**src/logic/issue_params.svh**
```systemverilog
`ifndef ISSUE_PARAMS_SVH
`define ISSUE_PARAMS_SVH

// Instruction id width
`define ISSUE_ID_W 3

// Architectural integer registers
`define NUM_REGS 32

// Default multiplier pipeline depth
`define MUL_LATENCY 3

// Exception causes
`define EXC_ILLEGAL 4'd2
`define EXC_ECALL_M 4'd11

`endif
```
**src/logic/issue_pkg.sv**
```systemverilog
`include "issue_params.svh"

package issue_pkg;

    //////////////////////////////
    // Datapath widths
    //////////////////////////////

    // Raw instruction word
    typedef logic [31:0] instr_t;

    // Operand, result and pc values
    typedef logic [31:0] data_t;

    // Architectural register index
    typedef logic [4:0] reg_addr_t;

    // Tag that follows an instruction to writeback
    typedef logic [`ISSUE_ID_W-1:0] id_t;

    // Exception cause
    typedef logic [3:0] exc_code_t;

    //////////////////////////////
    // ALU functions
    //////////////////////////////

    typedef logic [2:0] alu_op_t;

    localparam alu_op_t ALU_ADD  = 3'd0;
    localparam alu_op_t ALU_SUB  = 3'd1;
    localparam alu_op_t ALU_AND  = 3'd2;
    localparam alu_op_t ALU_OR   = 3'd3;
    localparam alu_op_t ALU_XOR  = 3'd4;
    // Constant operand straight through, for LUI and AUIPC
    localparam alu_op_t ALU_PASS = 3'd5;

endpackage

```
**src/logic/unit_issue_if.sv**
```systemverilog
`timescale 1ns/1ps

// Issue stage to one execution unit
interface unit_issue_if;
    import issue_pkg::*;

    logic      ready;
    logic      new_request;
    id_t       id;
    reg_addr_t rd_addr;
    data_t     rs1_data;
    data_t     rs2_data;
    alu_op_t   alu_op;

    modport decode (input ready, output new_request, id, rd_addr, rs1_data, rs2_data, alu_op);
    modport unit (output ready, input new_request, id, rd_addr, rs1_data, rs2_data, alu_op);
endinterface

// Execution unit result to the writeback arbiter
interface wb_if;
    import issue_pkg::*;

    logic      valid;
    logic      ack;
    id_t       id;
    reg_addr_t rd_addr;
    data_t     data;

    modport unit (output valid, id, rd_addr, data, input ack);
    modport arb (input valid, id, rd_addr, data, output ack);
endinterface

```
**src/logic/issue_core.sv**
```systemverilog
`timescale 1ns/1ps

module issue_core (
    input  logic                 clk,
    input  logic                 rst,
    input  logic                 decode_valid,
    input  issue_pkg::instr_t    decode_instr,
    input  issue_pkg::data_t     decode_pc,
    input  issue_pkg::id_t       decode_id,
    input  logic                 flush,
    output logic                 decode_advance,
    input  logic                 exception_ack,
    output logic                 exception_valid,
    output issue_pkg::exc_code_t exception_code,
    output issue_pkg::instr_t    exception_tval,
    output issue_pkg::id_t       exception_id,
    output logic                 wb_valid,
    output issue_pkg::reg_addr_t wb_rd_addr,
    output issue_pkg::data_t     wb_data,
    output issue_pkg::id_t       wb_id
);
    import issue_pkg::*;

    reg_addr_t rs1_addr, rs2_addr, rd_addr;
    data_t     rs1_data, rs2_data;
    logic      rs1_inuse, rs2_inuse, rd_inuse, set_inuse;

    unit_issue_if alu_issue ();
    unit_issue_if mul_issue ();
    wb_if         alu_wb ();
    wb_if         mul_wb ();

    decode_issue decode_issue_i (
        .clk(clk), .rst(rst), .decode_valid(decode_valid), .decode_instr(decode_instr),
        .decode_pc(decode_pc), .decode_id(decode_id), .flush(flush),
        .decode_advance(decode_advance), .exception_ack(exception_ack),
        .exception_valid(exception_valid), .exception_code(exception_code),
        .exception_tval(exception_tval), .exception_id(exception_id),
        .rs1_addr(rs1_addr), .rs2_addr(rs2_addr), .rd_addr(rd_addr),
        .rs1_data(rs1_data), .rs2_data(rs2_data), .rs1_inuse(rs1_inuse),
        .rs2_inuse(rs2_inuse), .rd_inuse(rd_inuse), .set_inuse(set_inuse),
        .alu_issue(alu_issue.decode), .mul_issue(mul_issue.decode)
    );

    // Writeback ports double as the register file write port
    register_file register_file_i (
        .clk(clk), .rst(rst), .rs1_addr(rs1_addr), .rs2_addr(rs2_addr),
        .rs1_data(rs1_data), .rs2_data(rs2_data), .rd_addr(rd_addr),
        .set_inuse(set_inuse), .rs1_inuse(rs1_inuse), .rs2_inuse(rs2_inuse),
        .rd_inuse(rd_inuse), .wr_en(wb_valid), .wr_addr(wb_rd_addr), .wr_data(wb_data)
    );

    alu_unit alu_unit_i (.clk(clk), .rst(rst), .issue(alu_issue.unit), .wb(alu_wb.unit));

    mul_unit mul_unit_i (.clk(clk), .rst(rst), .issue(mul_issue.unit), .wb(mul_wb.unit));

    writeback_arbiter writeback_arbiter_i (
        .mul_wb(mul_wb.arb), .alu_wb(alu_wb.arb), .wr_en(wb_valid),
        .wr_addr(wb_rd_addr), .wr_data(wb_data), .wr_id(wb_id)
    );

endmodule

```
**src/logic/writeback_arbiter.sv**
```systemverilog
`timescale 1ns/1ps

module writeback_arbiter (
    wb_if.arb                    mul_wb,
    wb_if.arb                    alu_wb,
    output logic                 wr_en,
    output issue_pkg::reg_addr_t wr_addr,
    output issue_pkg::data_t     wr_data,
    output issue_pkg::id_t       wr_id
);

    logic grant_mul;

    //////////////////////////////
    // Fixed priority grant
    //////////////////////////////
    // Multiplier pipeline cannot hold a result, so it always wins
    assign grant_mul = mul_wb.valid;

    assign mul_wb.ack = grant_mul;
    assign alu_wb.ack = alu_wb.valid & ~grant_mul;

    //////////////////////////////
    // Write port mux
    //////////////////////////////
    assign wr_en = mul_wb.valid | alu_wb.valid;

    always_comb begin
        if (grant_mul) begin
            wr_addr = mul_wb.rd_addr;
            wr_data = mul_wb.data;
            wr_id   = mul_wb.id;
        end else begin
            wr_addr = alu_wb.rd_addr;
            wr_data = alu_wb.data;
            wr_id   = alu_wb.id;
        end
    end

endmodule

```
**src/logic/mul_unit.sv**
```systemverilog
`timescale 1ns/1ps
`include "issue_params.svh"

module mul_unit #(
    parameter int STAGES = `MUL_LATENCY
) (
    input logic        clk,
    input logic        rst,
    unit_issue_if.unit issue,
    wb_if.unit         wb
);
    import issue_pkg::*;

    logic [STAGES-1:0] valid_q;
    id_t               id_q   [STAGES];
    reg_addr_t         rd_q   [STAGES];
    data_t             prod_q [STAGES];

    //////////////////////////////
    // Pipeline control
    //////////////////////////////
    always_ff @(posedge clk) begin
        if (rst) begin
            valid_q <= '0;
        end else begin
            valid_q[0] <= issue.new_request;
            for (int i = 1; i < STAGES; i++)
                valid_q[i] <= valid_q[i-1];
        end
    end

    //////////////////////////////
    // Product and tags
    //////////////////////////////
    always_ff @(posedge clk) begin
        // Low word only
        prod_q[0] <= issue.rs1_data * issue.rs2_data;
        id_q[0]   <= issue.id;
        rd_q[0]   <= issue.rd_addr;
        for (int i = 1; i < STAGES; i++) begin
            prod_q[i] <= prod_q[i-1];
            id_q[i]   <= id_q[i-1];
            rd_q[i]   <= rd_q[i-1];
        end
    end

    // Arbiter always favors this unit so no stall path
    assign issue.ready = 1'b1;

    assign wb.valid   = valid_q[STAGES-1];
    assign wb.id      = id_q[STAGES-1];
    assign wb.rd_addr = rd_q[STAGES-1];
    assign wb.data    = prod_q[STAGES-1];

endmodule

```
**src/logic/alu_unit.sv**
```systemverilog
`timescale 1ns/1ps

module alu_unit (
    input logic        clk,
    input logic        rst,
    unit_issue_if.unit issue,
    wb_if.unit         wb
);
    import issue_pkg::*;

    data_t     alu_out;
    logic      result_valid;
    data_t     result;
    id_t       result_id;
    reg_addr_t result_rd;

    always_comb begin
        case (issue.alu_op)
            ALU_SUB:  alu_out = issue.rs1_data - issue.rs2_data;
            ALU_AND:  alu_out = issue.rs1_data & issue.rs2_data;
            ALU_OR:   alu_out = issue.rs1_data | issue.rs2_data;
            ALU_XOR:  alu_out = issue.rs1_data ^ issue.rs2_data;
            ALU_PASS: alu_out = issue.rs2_data;
            default:  alu_out = issue.rs1_data + issue.rs2_data;
        endcase
    end

    // Result waits here until the arbiter takes it
    always_ff @(posedge clk) begin
        if (rst)
            result_valid <= 1'b0;
        else
            result_valid <= issue.new_request | (result_valid & ~wb.ack);
    end

    always_ff @(posedge clk) begin
        if (issue.new_request) begin
            result    <= alu_out;
            result_id <= issue.id;
            result_rd <= issue.rd_addr;
        end
    end

    assign issue.ready = ~result_valid | wb.ack;

    assign wb.valid   = result_valid;
    assign wb.id      = result_id;
    assign wb.rd_addr = result_rd;
    assign wb.data    = result;

endmodule

```
**src/logic/register_file.sv**
```systemverilog
`timescale 1ns/1ps
`include "issue_params.svh"

module register_file (
    input  logic                 clk,
    input  logic                 rst,
    input  issue_pkg::reg_addr_t rs1_addr,
    input  issue_pkg::reg_addr_t rs2_addr,
    output issue_pkg::data_t     rs1_data,
    output issue_pkg::data_t     rs2_data,
    input  issue_pkg::reg_addr_t rd_addr,
    input  logic                 set_inuse,
    output logic                 rs1_inuse,
    output logic                 rs2_inuse,
    output logic                 rd_inuse,
    input  logic                 wr_en,
    input  issue_pkg::reg_addr_t wr_addr,
    input  issue_pkg::data_t     wr_data
);
    import issue_pkg::*;

    data_t                regs [`NUM_REGS];
    logic [`NUM_REGS-1:0] inuse;

    //////////////////////////////
    // Register storage
    //////////////////////////////
    always_ff @(posedge clk) begin
        if (wr_en && wr_addr != '0)
            regs[wr_addr] <= wr_data;
    end

    // x0 reads as zero whatever the array holds
    assign rs1_data = (rs1_addr == '0) ? '0 : regs[rs1_addr];
    assign rs2_data = (rs2_addr == '0) ? '0 : regs[rs2_addr];

    //////////////////////////////
    // In-use scoreboard
    //////////////////////////////
    always_ff @(posedge clk) begin
        if (rst) begin
            inuse <= '0;
        end else begin
            if (wr_en)
                inuse[wr_addr] <= 1'b0;
            // Set wins over a clear of the same register
            if (set_inuse && rd_addr != '0)
                inuse[rd_addr] <= 1'b1;
        end
    end

    assign rs1_inuse = inuse[rs1_addr];
    assign rs2_inuse = inuse[rs2_addr];
    assign rd_inuse  = inuse[rd_addr];

endmodule

```
**src/logic/decode_issue.sv**
```systemverilog
`timescale 1ns/1ps
`include "issue_params.svh"

module decode_issue (
    input  logic                 clk,
    input  logic                 rst,
    input  logic                 decode_valid,
    input  issue_pkg::instr_t    decode_instr,
    input  issue_pkg::data_t     decode_pc,
    input  issue_pkg::id_t       decode_id,
    input  logic                 flush,
    output logic                 decode_advance,
    input  logic                 exception_ack,
    output logic                 exception_valid,
    output issue_pkg::exc_code_t exception_code,
    output issue_pkg::instr_t    exception_tval,
    output issue_pkg::id_t       exception_id,
    output issue_pkg::reg_addr_t rs1_addr,
    output issue_pkg::reg_addr_t rs2_addr,
    output issue_pkg::reg_addr_t rd_addr,
    input  issue_pkg::data_t     rs1_data,
    input  issue_pkg::data_t     rs2_data,
    input  logic                 rs1_inuse,
    input  logic                 rs2_inuse,
    input  logic                 rd_inuse,
    output logic                 set_inuse,
    unit_issue_if.decode         alu_issue,
    unit_issue_if.decode         mul_issue
);
    import issue_pkg::*;

    localparam logic [6:0] OPC_OP     = 7'b0110011;
    localparam logic [6:0] OPC_OP_IMM = 7'b0010011;
    localparam logic [6:0] OPC_LUI    = 7'b0110111;
    localparam logic [6:0] OPC_AUIPC  = 7'b0010111;
    localparam instr_t     ECALL_WORD = 32'h0000_0073;

    typedef enum logic {EXC_IDLE, EXC_PENDING} exc_state_t;

    exc_state_t exc_state;
    logic       dec_exc, dec_is_mul, dec_uses_rs1, dec_uses_rs2, dec_uses_rd;
    alu_op_t    dec_alu_op;
    data_t      dec_imm;
    logic       issue_valid, issue_exc, issue_is_mul;
    logic       issue_uses_rs1, issue_uses_rs2, issue_uses_rd;
    instr_t     issue_instr;
    id_t        issue_id;
    alu_op_t    issue_alu_op;
    data_t      issue_imm;
    exc_code_t  issue_code;
    logic       operands_ok, unit_ready, issue_fire, issue_free;
    logic       new_exception, exc_drop;
    data_t      operand_b;

    //////////////////////////////
    // Decode of the supported subset
    //////////////////////////////
    always_comb begin
        dec_exc      = 1'b0;
        dec_is_mul   = 1'b0;
        dec_alu_op   = ALU_ADD;
        dec_uses_rs1 = 1'b0;
        dec_uses_rs2 = 1'b0;
        dec_uses_rd  = 1'b0;
        case (decode_instr[6:0])
            OPC_OP: begin
                dec_uses_rs1 = 1'b1;
                dec_uses_rs2 = 1'b1;
                dec_uses_rd  = 1'b1;
                case ({decode_instr[31:25], decode_instr[14:12]})
                    10'b0000000_000: dec_alu_op = ALU_ADD;
                    10'b0100000_000: dec_alu_op = ALU_SUB;
                    10'b0000000_111: dec_alu_op = ALU_AND;
                    10'b0000000_110: dec_alu_op = ALU_OR;
                    10'b0000000_100: dec_alu_op = ALU_XOR;
                    10'b0000001_000: dec_is_mul = 1'b1;
                    default:         dec_exc    = 1'b1;
                endcase
            end
            OPC_OP_IMM: begin
                dec_uses_rs1 = 1'b1;
                dec_uses_rd  = 1'b1;
                dec_exc      = (decode_instr[14:12] != 3'b000);
            end
            OPC_LUI, OPC_AUIPC: begin
                dec_alu_op  = ALU_PASS;
                dec_uses_rd = 1'b1;
            end
            // ECALL and everything else end up here as exceptions
            default: dec_exc = 1'b1;
        endcase
    end

    // I-type immediate, or the upper immediate on zero or pc
    always_comb begin
        if (decode_instr[6:0] == OPC_OP_IMM)
            dec_imm = {{20{decode_instr[31]}}, decode_instr[31:20]};
        else
            dec_imm = ((decode_instr[6:0] == OPC_LUI) ? '0 : decode_pc)
                      + {decode_instr[31:12], 12'b0};
    end

    //////////////////////////////
    // Issue register
    //////////////////////////////
    assign issue_free     = ~issue_valid | issue_fire | exc_drop;
    assign decode_advance = decode_valid & issue_free & ~flush;

    always_ff @(posedge clk) begin
        if (rst | flush)
            issue_valid <= 1'b0;
        else if (issue_free)
            issue_valid <= decode_valid;
    end

    always_ff @(posedge clk) begin
        if (decode_advance) begin
            issue_instr    <= decode_instr;
            issue_id       <= decode_id;
            issue_exc      <= dec_exc;
            issue_is_mul   <= dec_is_mul;
            issue_alu_op   <= dec_alu_op;
            issue_uses_rs1 <= dec_uses_rs1;
            issue_uses_rs2 <= dec_uses_rs2;
            issue_uses_rd  <= dec_uses_rd;
            issue_imm      <= dec_imm;
            issue_code     <= (decode_instr == ECALL_WORD) ? `EXC_ECALL_M : `EXC_ILLEGAL;
        end
    end

    //////////////////////////////
    // Readiness and unit select
    //////////////////////////////
    assign rs1_addr = issue_instr[19:15];
    assign rs2_addr = issue_instr[24:20];
    assign rd_addr  = issue_instr[11:7];

    assign operands_ok = ~(issue_uses_rs1 & rs1_inuse) & ~(issue_uses_rs2 & rs2_inuse)
                         & ~(issue_uses_rd & rd_inuse);
    assign unit_ready  = issue_is_mul ? mul_issue.ready : alu_issue.ready;
    assign issue_fire  = issue_valid & ~issue_exc & (exc_state == EXC_IDLE)
                         & operands_ok & unit_ready & ~flush;
    assign set_inuse   = issue_fire & issue_uses_rd & (rd_addr != '0);

    // Register operand or latched immediate/constant
    assign operand_b = issue_uses_rs2 ? rs2_data : issue_imm;

    assign alu_issue.new_request = issue_fire & ~issue_is_mul;
    assign alu_issue.id          = issue_id;
    assign alu_issue.rd_addr     = rd_addr;
    assign alu_issue.rs1_data    = rs1_data;
    assign alu_issue.rs2_data    = operand_b;
    assign alu_issue.alu_op      = issue_alu_op;

    assign mul_issue.new_request = issue_fire & issue_is_mul;
    assign mul_issue.id          = issue_id;
    assign mul_issue.rd_addr     = rd_addr;
    assign mul_issue.rs1_data    = rs1_data;
    assign mul_issue.rs2_data    = operand_b;
    assign mul_issue.alu_op      = issue_alu_op;

    //////////////////////////////
    // Exceptions
    //////////////////////////////
    assign new_exception   = issue_valid & issue_exc & (exc_state == EXC_IDLE) & ~flush;
    // Faulting instruction leaves the issue register on ack
    assign exc_drop        = (exc_state == EXC_PENDING) & exception_ack;
    assign exception_valid = (exc_state == EXC_PENDING);

    always_ff @(posedge clk) begin
        if (rst)
            exc_state <= EXC_IDLE;
        else if (new_exception)
            exc_state <= EXC_PENDING;
        else if (exc_drop)
            exc_state <= EXC_IDLE;
    end

    always_ff @(posedge clk) begin
        if (new_exception) begin
            exception_code <= issue_code;
            exception_tval <= issue_instr;
            exception_id   <= issue_id;
        end
    end

endmodule

```
**config.mk**
```make
export PLATFORM = sky130hd
export DESIGN_NAME = issue_core
export DESIGN_NICKNAME = d
export VERILOG_FILES = /design/src/logic/issue_pkg.sv /design/src/logic/unit_issue_if.sv /design/src/logic/issue_core.sv /design/src/logic/writeback_arbiter.sv /design/src/logic/mul_unit.sv /design/src/logic/alu_unit.sv /design/src/logic/register_file.sv /design/src/logic/decode_issue.sv
export VERILOG_INCLUDE_DIRS = /design/src /design/src/logic
export SDC_FILE = /design/constraint.sdc
export NUM_CORES = 2
export LEC_CHECK = 0
export ABC_AREA = 1
export ABC_CLOCK_PERIOD_IN_PS = 20100
export BUFFER_PORTS_ARGS = -buffer_cell sky130_fd_sc_hd__buf_2
export CORE_AREA = 5 5 532 534
export DETAILED_ROUTE_END_ITERATION = 12
export DIE_AREA = 0 0 537 539
export GPL_ROUTABILITY_DRIVEN = 0
export REMOVE_ABC_BUFFERS = 1
export SLEW_MARGIN = 5
export SYNTH_ARGS = -nofsm -noshare
export SYNTH_HDL_FRONTEND = slang
export SYNTH_SLANG_ARGS = --single-unit
```
**constraint.sdc**
```tcl
create_clock -name clk -period 20.1 [get_ports clk]
set_input_delay 4.02 -clock clk [delete_from_list [all_inputs] [get_ports clk]]
set_output_delay 4.02 -clock clk [all_outputs]
set_load 0.05 [all_outputs]
```
# --- Yosys cells after proc, flatten, opt, wreduce, memory -nomap -nowiden ---
# Memories as Yosys holds them, arrays and structs flattened. A register that Yosys moved wholly into a read port is not among the register bits.
# Cells that the tools add are included.
word_totals:
  ff_bits: 196
  in_bits: 72
  output_inout_bits: 82
  wordCells: 148
  ram_bits: 1144
  mem_count: 4
  latchBits: 0
  romBits: 0
mem_list:
  columns: ["memory", "words", "width", "rd", "rd_clocked_by_memory_dff", "write_ports", "line_no", "rtl"]
  rows:
  - ["register_file_i.regs", 32, 32, 2, 2, 1, "register_file.sv:22", "data_t regs [`NUM_REGS];"]
  - ["mul_unit_i.prod_q", 3, 32, 3, 0, 3, "mul_unit.sv:17", "data_t prod_q [STAGES];"]
  - ["mul_unit_i.rd_q", 3, 5, 3, 0, 3, "mul_unit.sv:16", "reg_addr_t rd_q [STAGES];"]
  - ["mul_unit_i.id_q", 3, 3, 3, 0, 3, "mul_unit.sv:15", "id_t id_q [STAGES];"]
op_classes:
  n_eq_ne: 15
  n_shift: 0
  add_sub_neg: 3
  order_cmp: 6
  div_mod_pow: 0
  n_mux: 38
  mul: 1
  bitwise_logic: 45
  n_reduce_logical: 15
op_table:
  columns: ["operator", "count"]
  rows:
  - ["two-way mux 32 bit", 9]
  - ["case mux 32 bit (5 select lines)", 1]
  - ["adder 32 bit", 2]
  - ["bitwise AND 32 bit", 2]
  - ["OR 32 bit", 2]
  - ["equality test 32 x 7 -> 1 bit (second input constant)", 1]
  - ["multiplier 32 x 32 -> 32 bit", 1]
  - ["NOT 32 bit", 1]
  - ["subtractor 32 bit", 1]
  - ["bitwise XOR 32 bit", 1]
  - ["equality test 10 x 3 -> 1 bit (second input constant)", 3]
  - ["less-than comparator 5 x 6 -> 1 bit (second input constant)", 4]
  - ["bitwise AND 1 bit", 22]
  - ["binary-select mux 1 bit (select 5 bit)", 3]
  - ["two-way mux 1 bit", 15]
  - ["two-way mux 5 bit", 3]
  - ["equality test 7 x 5 -> 1 bit (second input constant)", 2]
  - ["equality test 7 x 6 -> 1 bit (second input constant)", 2]
  - ["case mux 3 bit (4 select lines)", 1]
  - ["NOT 1 bit", 11]
  - ["demux 1 bit (select 5 bit)", 2]
  - ["equality test 10 x 4 -> 1 bit (second input constant)", 1]
  - ["equality test 10 x 9 -> 1 bit (second input constant)", 1]
  - [">= comparator 5 x 1 -> 1 bit (second input constant)", 2]
  - ["other kinds (17)", 30]

# --- Logic depth before layout (Yosys ltp) ---
logic_depth:
  word_depth: 14
  mapped_depth: 46
  mapped_depth_nobuf: 41

# --- Cells and area by module ---
# Synthesis repeated with hierarchy kept, for this count alone.
unflattened:
  cells_unflattened: 10660
  area_unflattened_um2: 87661.6
modules_own_cells:
  columns: ["mod", "area_per_inst_um2", "cells_per_inst", "instances", "seq_area_each_um2"]
  rows:
  - ["register_file", 53941.7, 6305, 1, 31390.1]
  - ["mul_unit", 19732.7, 2472, 1, 2462.4]
  - ["decode_issue", 6777.8, 697, 1, 3403.3]
  - ["alu_unit", 6610.1, 1052, 1, 1221.2]
  - ["writeback_arbiter", 599.3, 134, 1, 0.0]

# --- Worst setup path before layout ---
# Ideal clock, no wire load.
synth_path:
  path_type: "input to output"
  start: "input flush"
  end: "output decode_advance"
  path_buffers: 1
  t_required_ns: 16.080
  slack_ns: 9.487
  arrival_time_ns: 6.593
  path_stages: 8
  path_cell_list: "nor2_1 -> o2111ai_1 -> nor2_1 -> nor2_1 -> nand2_1 -> nand3_1 -> clkbuf_1 -> inv_1"
synth_via:
  elab_chain_cells: 6
synth_rtl:
  columns: ["element", "line_no", "rtl"]
  rows:
  - ["start: declaration", "issue_core.sv:10", "input logic flush,"]
  - ["NOT 1 bit *", "decode_issue.sv:107, decode_issue.sv:142", null]
  - ["bitwise AND 1 bit", "decode_issue.sv:142", "& operands_ok & unit_ready & ~flush;"]
  - ["OR 1 bit (2 in series)", "decode_issue.sv:106", "assign issue_free = ~issue_valid | issue_fire | exc_drop;"]
  - ["bitwise AND 1 bit", "decode_issue.sv:107", "assign decode_advance = decode_valid & issue_free & ~flush;"]
  - ["bitwise AND 1 bit *", "decode_issue.sv:107", null]
  - ["end: declaration", "issue_core.sv:11", "output logic decode_advance,"]
# Every way passes the cells marked *; elsewhere a longest branch is shown, timed or not.

==> summary.md <==
| Metric | Value |
|---|---|
| Run status | finished clean |
| Most Frequent Cell on Critical Path | fa_1 |
| CP peak stage delay | between 0.9 and 1 ns |
| Worst Path Required | 20.78 ns |
| Synth Area per Inst | 8.939 µm² |
| GR Util All Layers | 0.2075 |
| Initial antenna violation count | 4 |
| Crit-path slowest cell | buf_4 |
| Design Area, Final | approximately 0.092 mm² |
| Clock H-tree levels | 4 |
| Crit Path Class | register to register |
| Clock Latency Late Sink | 0.82 ns |
| EDFF count, synth | around 1200 |
| Core area | around 0.28 mm² |
| Clk_skew | ~0.052 ns |
| CP Launch Type | register |
| Cts hold-fix bufs | 0 |
| Resize count post-CTS | 0 |
| DR WL/cell | roughly 24 µm |
| DIE HEIGHT | 539 µm |
| Unrepaired setup endpoints after global routing | false |
| Minimum clock period | 11.30 ns |
| Final setup fails | 0 |
| Worst slew margin | 0.04896 |
| First-pass GRT wire length | 451.2 mm |
| Synth cell types | 65 |
| PortBufs | 151 |
| Total Routed Length | 310.5 mm |
| Slew @ Worst Pin | about 1.4 ns |
| Num CTS Buffers | 154 |
| Endpoints failing hold | 0 |
| FF+latch count, synth | 1344 |
| Type of the tightest min-delay check | register to register |
| Critical path fanouts, max | 314 |
| Post-DP Area | 0.08692 mm² |
| # fillers | 28440 |
| Die ar. | between 0.2 and 0.3 mm² |
| Post CTS Setup Buffer Count | 0 |
| Die W | 537 µm |
| Max clock buf depth | 3 |
| Fmax | between 80 and 90 MHz |
| Worst slack at placement | between 8 and 9 ns |
| DRT antenna net count | 0 |
| Sequential share of the synthesized area | 0.4670 |
| Crit path arrival time | approximately 12 ns |
| Synthesized instance count | 9265 |
| Endpoint type of the worst setup path | register |
| Pre-antenna DRT Iters | 8 |
| Layout cell share with drive strength beyond 1 | 0.07459 |
| Row count | between 150 and 200 |
| Clock Root Buffer | clkbuf_16 |
| Remaining Overflow, GRT | 0 |
| Syn Std Cell Area | roughly 0.083 mm² |
| Synth warnings | 0 |
| Max Cap Violations | 0 |
| DRT iter0 DRCs | approximately 9000 |
| Vias in the first global route | 66280 |
| Fin crit share | 0.5623 |
| # DRC | 0 |
| Layout net count | 9909 |
| DR vias/cell | 5.354 |
| Ys async rst share | 0 |
| Initial core utilization | 0.2980 |
| FF+latch area | 0.03871 mm² |
| Setup slack after layout | 8.797 ns |
| Clock Pin Slew Worst Setup and Hold Paths | 0.06 ns |
| CTS tree | built |
| Num ports | 154 |
| Area grow syn2layout | 10.96% |
| Post-detail-place hpwl | approximately 190 mm |
| Routed via count | 69840 |
| Area of the multi-input gates | 0.03851 mm² |
| Largest net degree at the start of global routing | 315 |
| Accumulated negative setup slack | 0 ns |
| Num Clock Sinks | about 1300 |
| Post-synth top flop | edfxtp_1 |
| Fin. max-slew vios | 0 |
## cells in the mapped netlist (12+ instances only)
| master | count | share of area |
|---|---|---|
| nand2_1 | 2545 | 0.12 |
| nand3_1 | 1207 | 0.073 |
| edfxtp_1 | 1176 | 0.43 |
| nor2_1 | 852 | 0.039 |
| inv_1 | 717 | 0.032 |
| o21ai_0 | 504 | 0.030 |
| fa_1 | 410 | 0.099 |
| ha_1 | 238 | 0.036 |
| a21oi_1 | 220 | 0.013 |
| buf_2 | 218 | 0.013 |
| dfxtp_1 | 168 | 0.041 |
| clkbuf_1 | 166 | 0.0075 |
| o22ai_1 | 94 | 0.0071 |
| o221ai_1 | 85 | 0.0090 |
| buf_4 | 78 | 0.0071 |
| xor2_1 | 74 | 0.0078 |
| buf_1 | 69 | 0.0031 |
| o21ai_1 | 62 | 0.0037 |
| buf_6 | 54 | 0.0073 |
| o211ai_1 | 44 | 0.0040 |
| a221oi_1 | 24 | 0.0025 |
| inv_2 | 24 | 0.0011 |
| o31ai_1 | 23 | 0.0021 |
| xnor2_1 | 22 | 0.0023 |
| nor3_1 | 19 | 0.0011 |
| nand4_1 | 16 | 0.0012 |
| a22oi_1 | 15 | 0.0014 |
| nand2_2 | 12 | 0.00091 |
## placed cells by master, fill, tap and decap left out, types with 12 or more instances in the layout
cell / count
o21ai_0: 503
nor2_2: 16
a22oi_1: 15
nor2_4: 41
dfxtp_1: 157
nand2_1: 2545
buf_4: 163
ha_1: 238
edfxtp_1: 1176
nand2_2: 12
fa_1: 410
o221ai_1: 85
clkbuf_1: 23
o211ai_1: 44
nor3_1: 18
o31ai_1: 23
clkbuf_16: 159
clkinv_1: 38
inv_1: 708
xnor2_1: 22
o21ai_1: 63
xor2_1: 74
o22ai_1: 94
a221oi_1: 24
nor2_1: 815
clkinv_2: 39
nand4_1: 16
conb_1: 34
nand3_1: 1206
inv_2: 26
a21oi_1: 220
buf_2: 151
## metrics by stage
step / std cells / hold slack (ns) / utilization
2_1_floorplan: 8711 / 0.3096 / -
3_3_place_gp: 12760 / 0.3098 / 0.3127
3_5_place_dp: 12760 / 0.3121 / 0.3127
4_1_cts: 13040 / 0.3065 / 0.3306
5_1_grt: 13040 / 0.3197 / 0.3306
6_report: 13050 / 0.3130 / 0.3307
## registers in the layout (all words and copies together) (netlist names), 3 cells and up, named ones only
signal	flops
alu_unit_i.wb.data	32
alu_unit_i.wb.id	3
alu_unit_i.wb.rd_addr	5
decode_issue_i.alu_issue.alu_op	3
decode_issue_i.alu_issue.id	3
decode_issue_i.exception_id	3
decode_issue_i.exception_tval	32
decode_issue_i.issue_imm	32
decode_issue_i.issue_instr	32
mul_unit_i.id_q	9
mul_unit_i.prod_q	96
mul_unit_i.rd_q	15
mul_unit_i.valid_q	3
register_file_i.inuse	32
register_file_i.regs	1024
## cell families after synthesis
| logic type | after synthesis | synth area share |
|---|---|---|
| other cells | 2 | 0.00009067 |
| compound gates | 1128 | 0.07917 |
| buf+inv | 1338 | 0.07259 |
| xor+xnor | 96 | 0.01015 |
| flops | 1344 | 0.4670 |
| fa+ha+maj | 648 | 0.1351 |
| simple gates | 4709 | 0.2360 |
## critical path, delay by kind of cell (launching register included)
family	cells	cell delay [ns]
XOR/XNOR	1	0.17
flip-flops	1	0.49
buffers and inverters	9	3.28
AO/OA/AOI/OAI	5	1.19
AND/OR/NAND/NOR	9	1.42
adder cells (fa/ha/maj)	9	4.25
## final cells by class
class,instances,share of cell area
Antenna cell,3,0.00008169
Clock buffer,184,0.04453
Clock inverter,101,0.009625
Inverter,752,0.03150
Multi-Input combinational cell,6615,0.4191
Sequential cell,1344,0.4212
Tap cell,3724,0.05070
Timing Repair Buffer,322,0.02328
## metal layers
metal | up-vias | global-route usage | routed length, µm
met5 | - | 0 | 22
met4 | 4 | 0.09931 | 16950
met3 | 750 | 0.05070 | 37020
met2 | 4395 | 0.3126 | 133600
met1 | 33880 | 0.2795 | 122900
li1 | 30810 | - | -
## worst paths after layout
check	start	to	slack (ns)	cells past startpoint
max	register	mul_unit_i.prod_q[0][28]	8.80	33
min reg2reg	mul_unit_i.id_q[0][5]	mul_unit_i.id_q[0][8]	0.31	0
max reg2reg	register	mul_unit_i.prod_q[0][28]	8.80	33
min	mul_unit_i.id_q[0][5]	mul_unit_i.id_q[0][8]	0.31	0
Power is left out: the tool's default activity adds up to more than one toggle a clock period on the data nets, which glitch-free logic cannot reach.
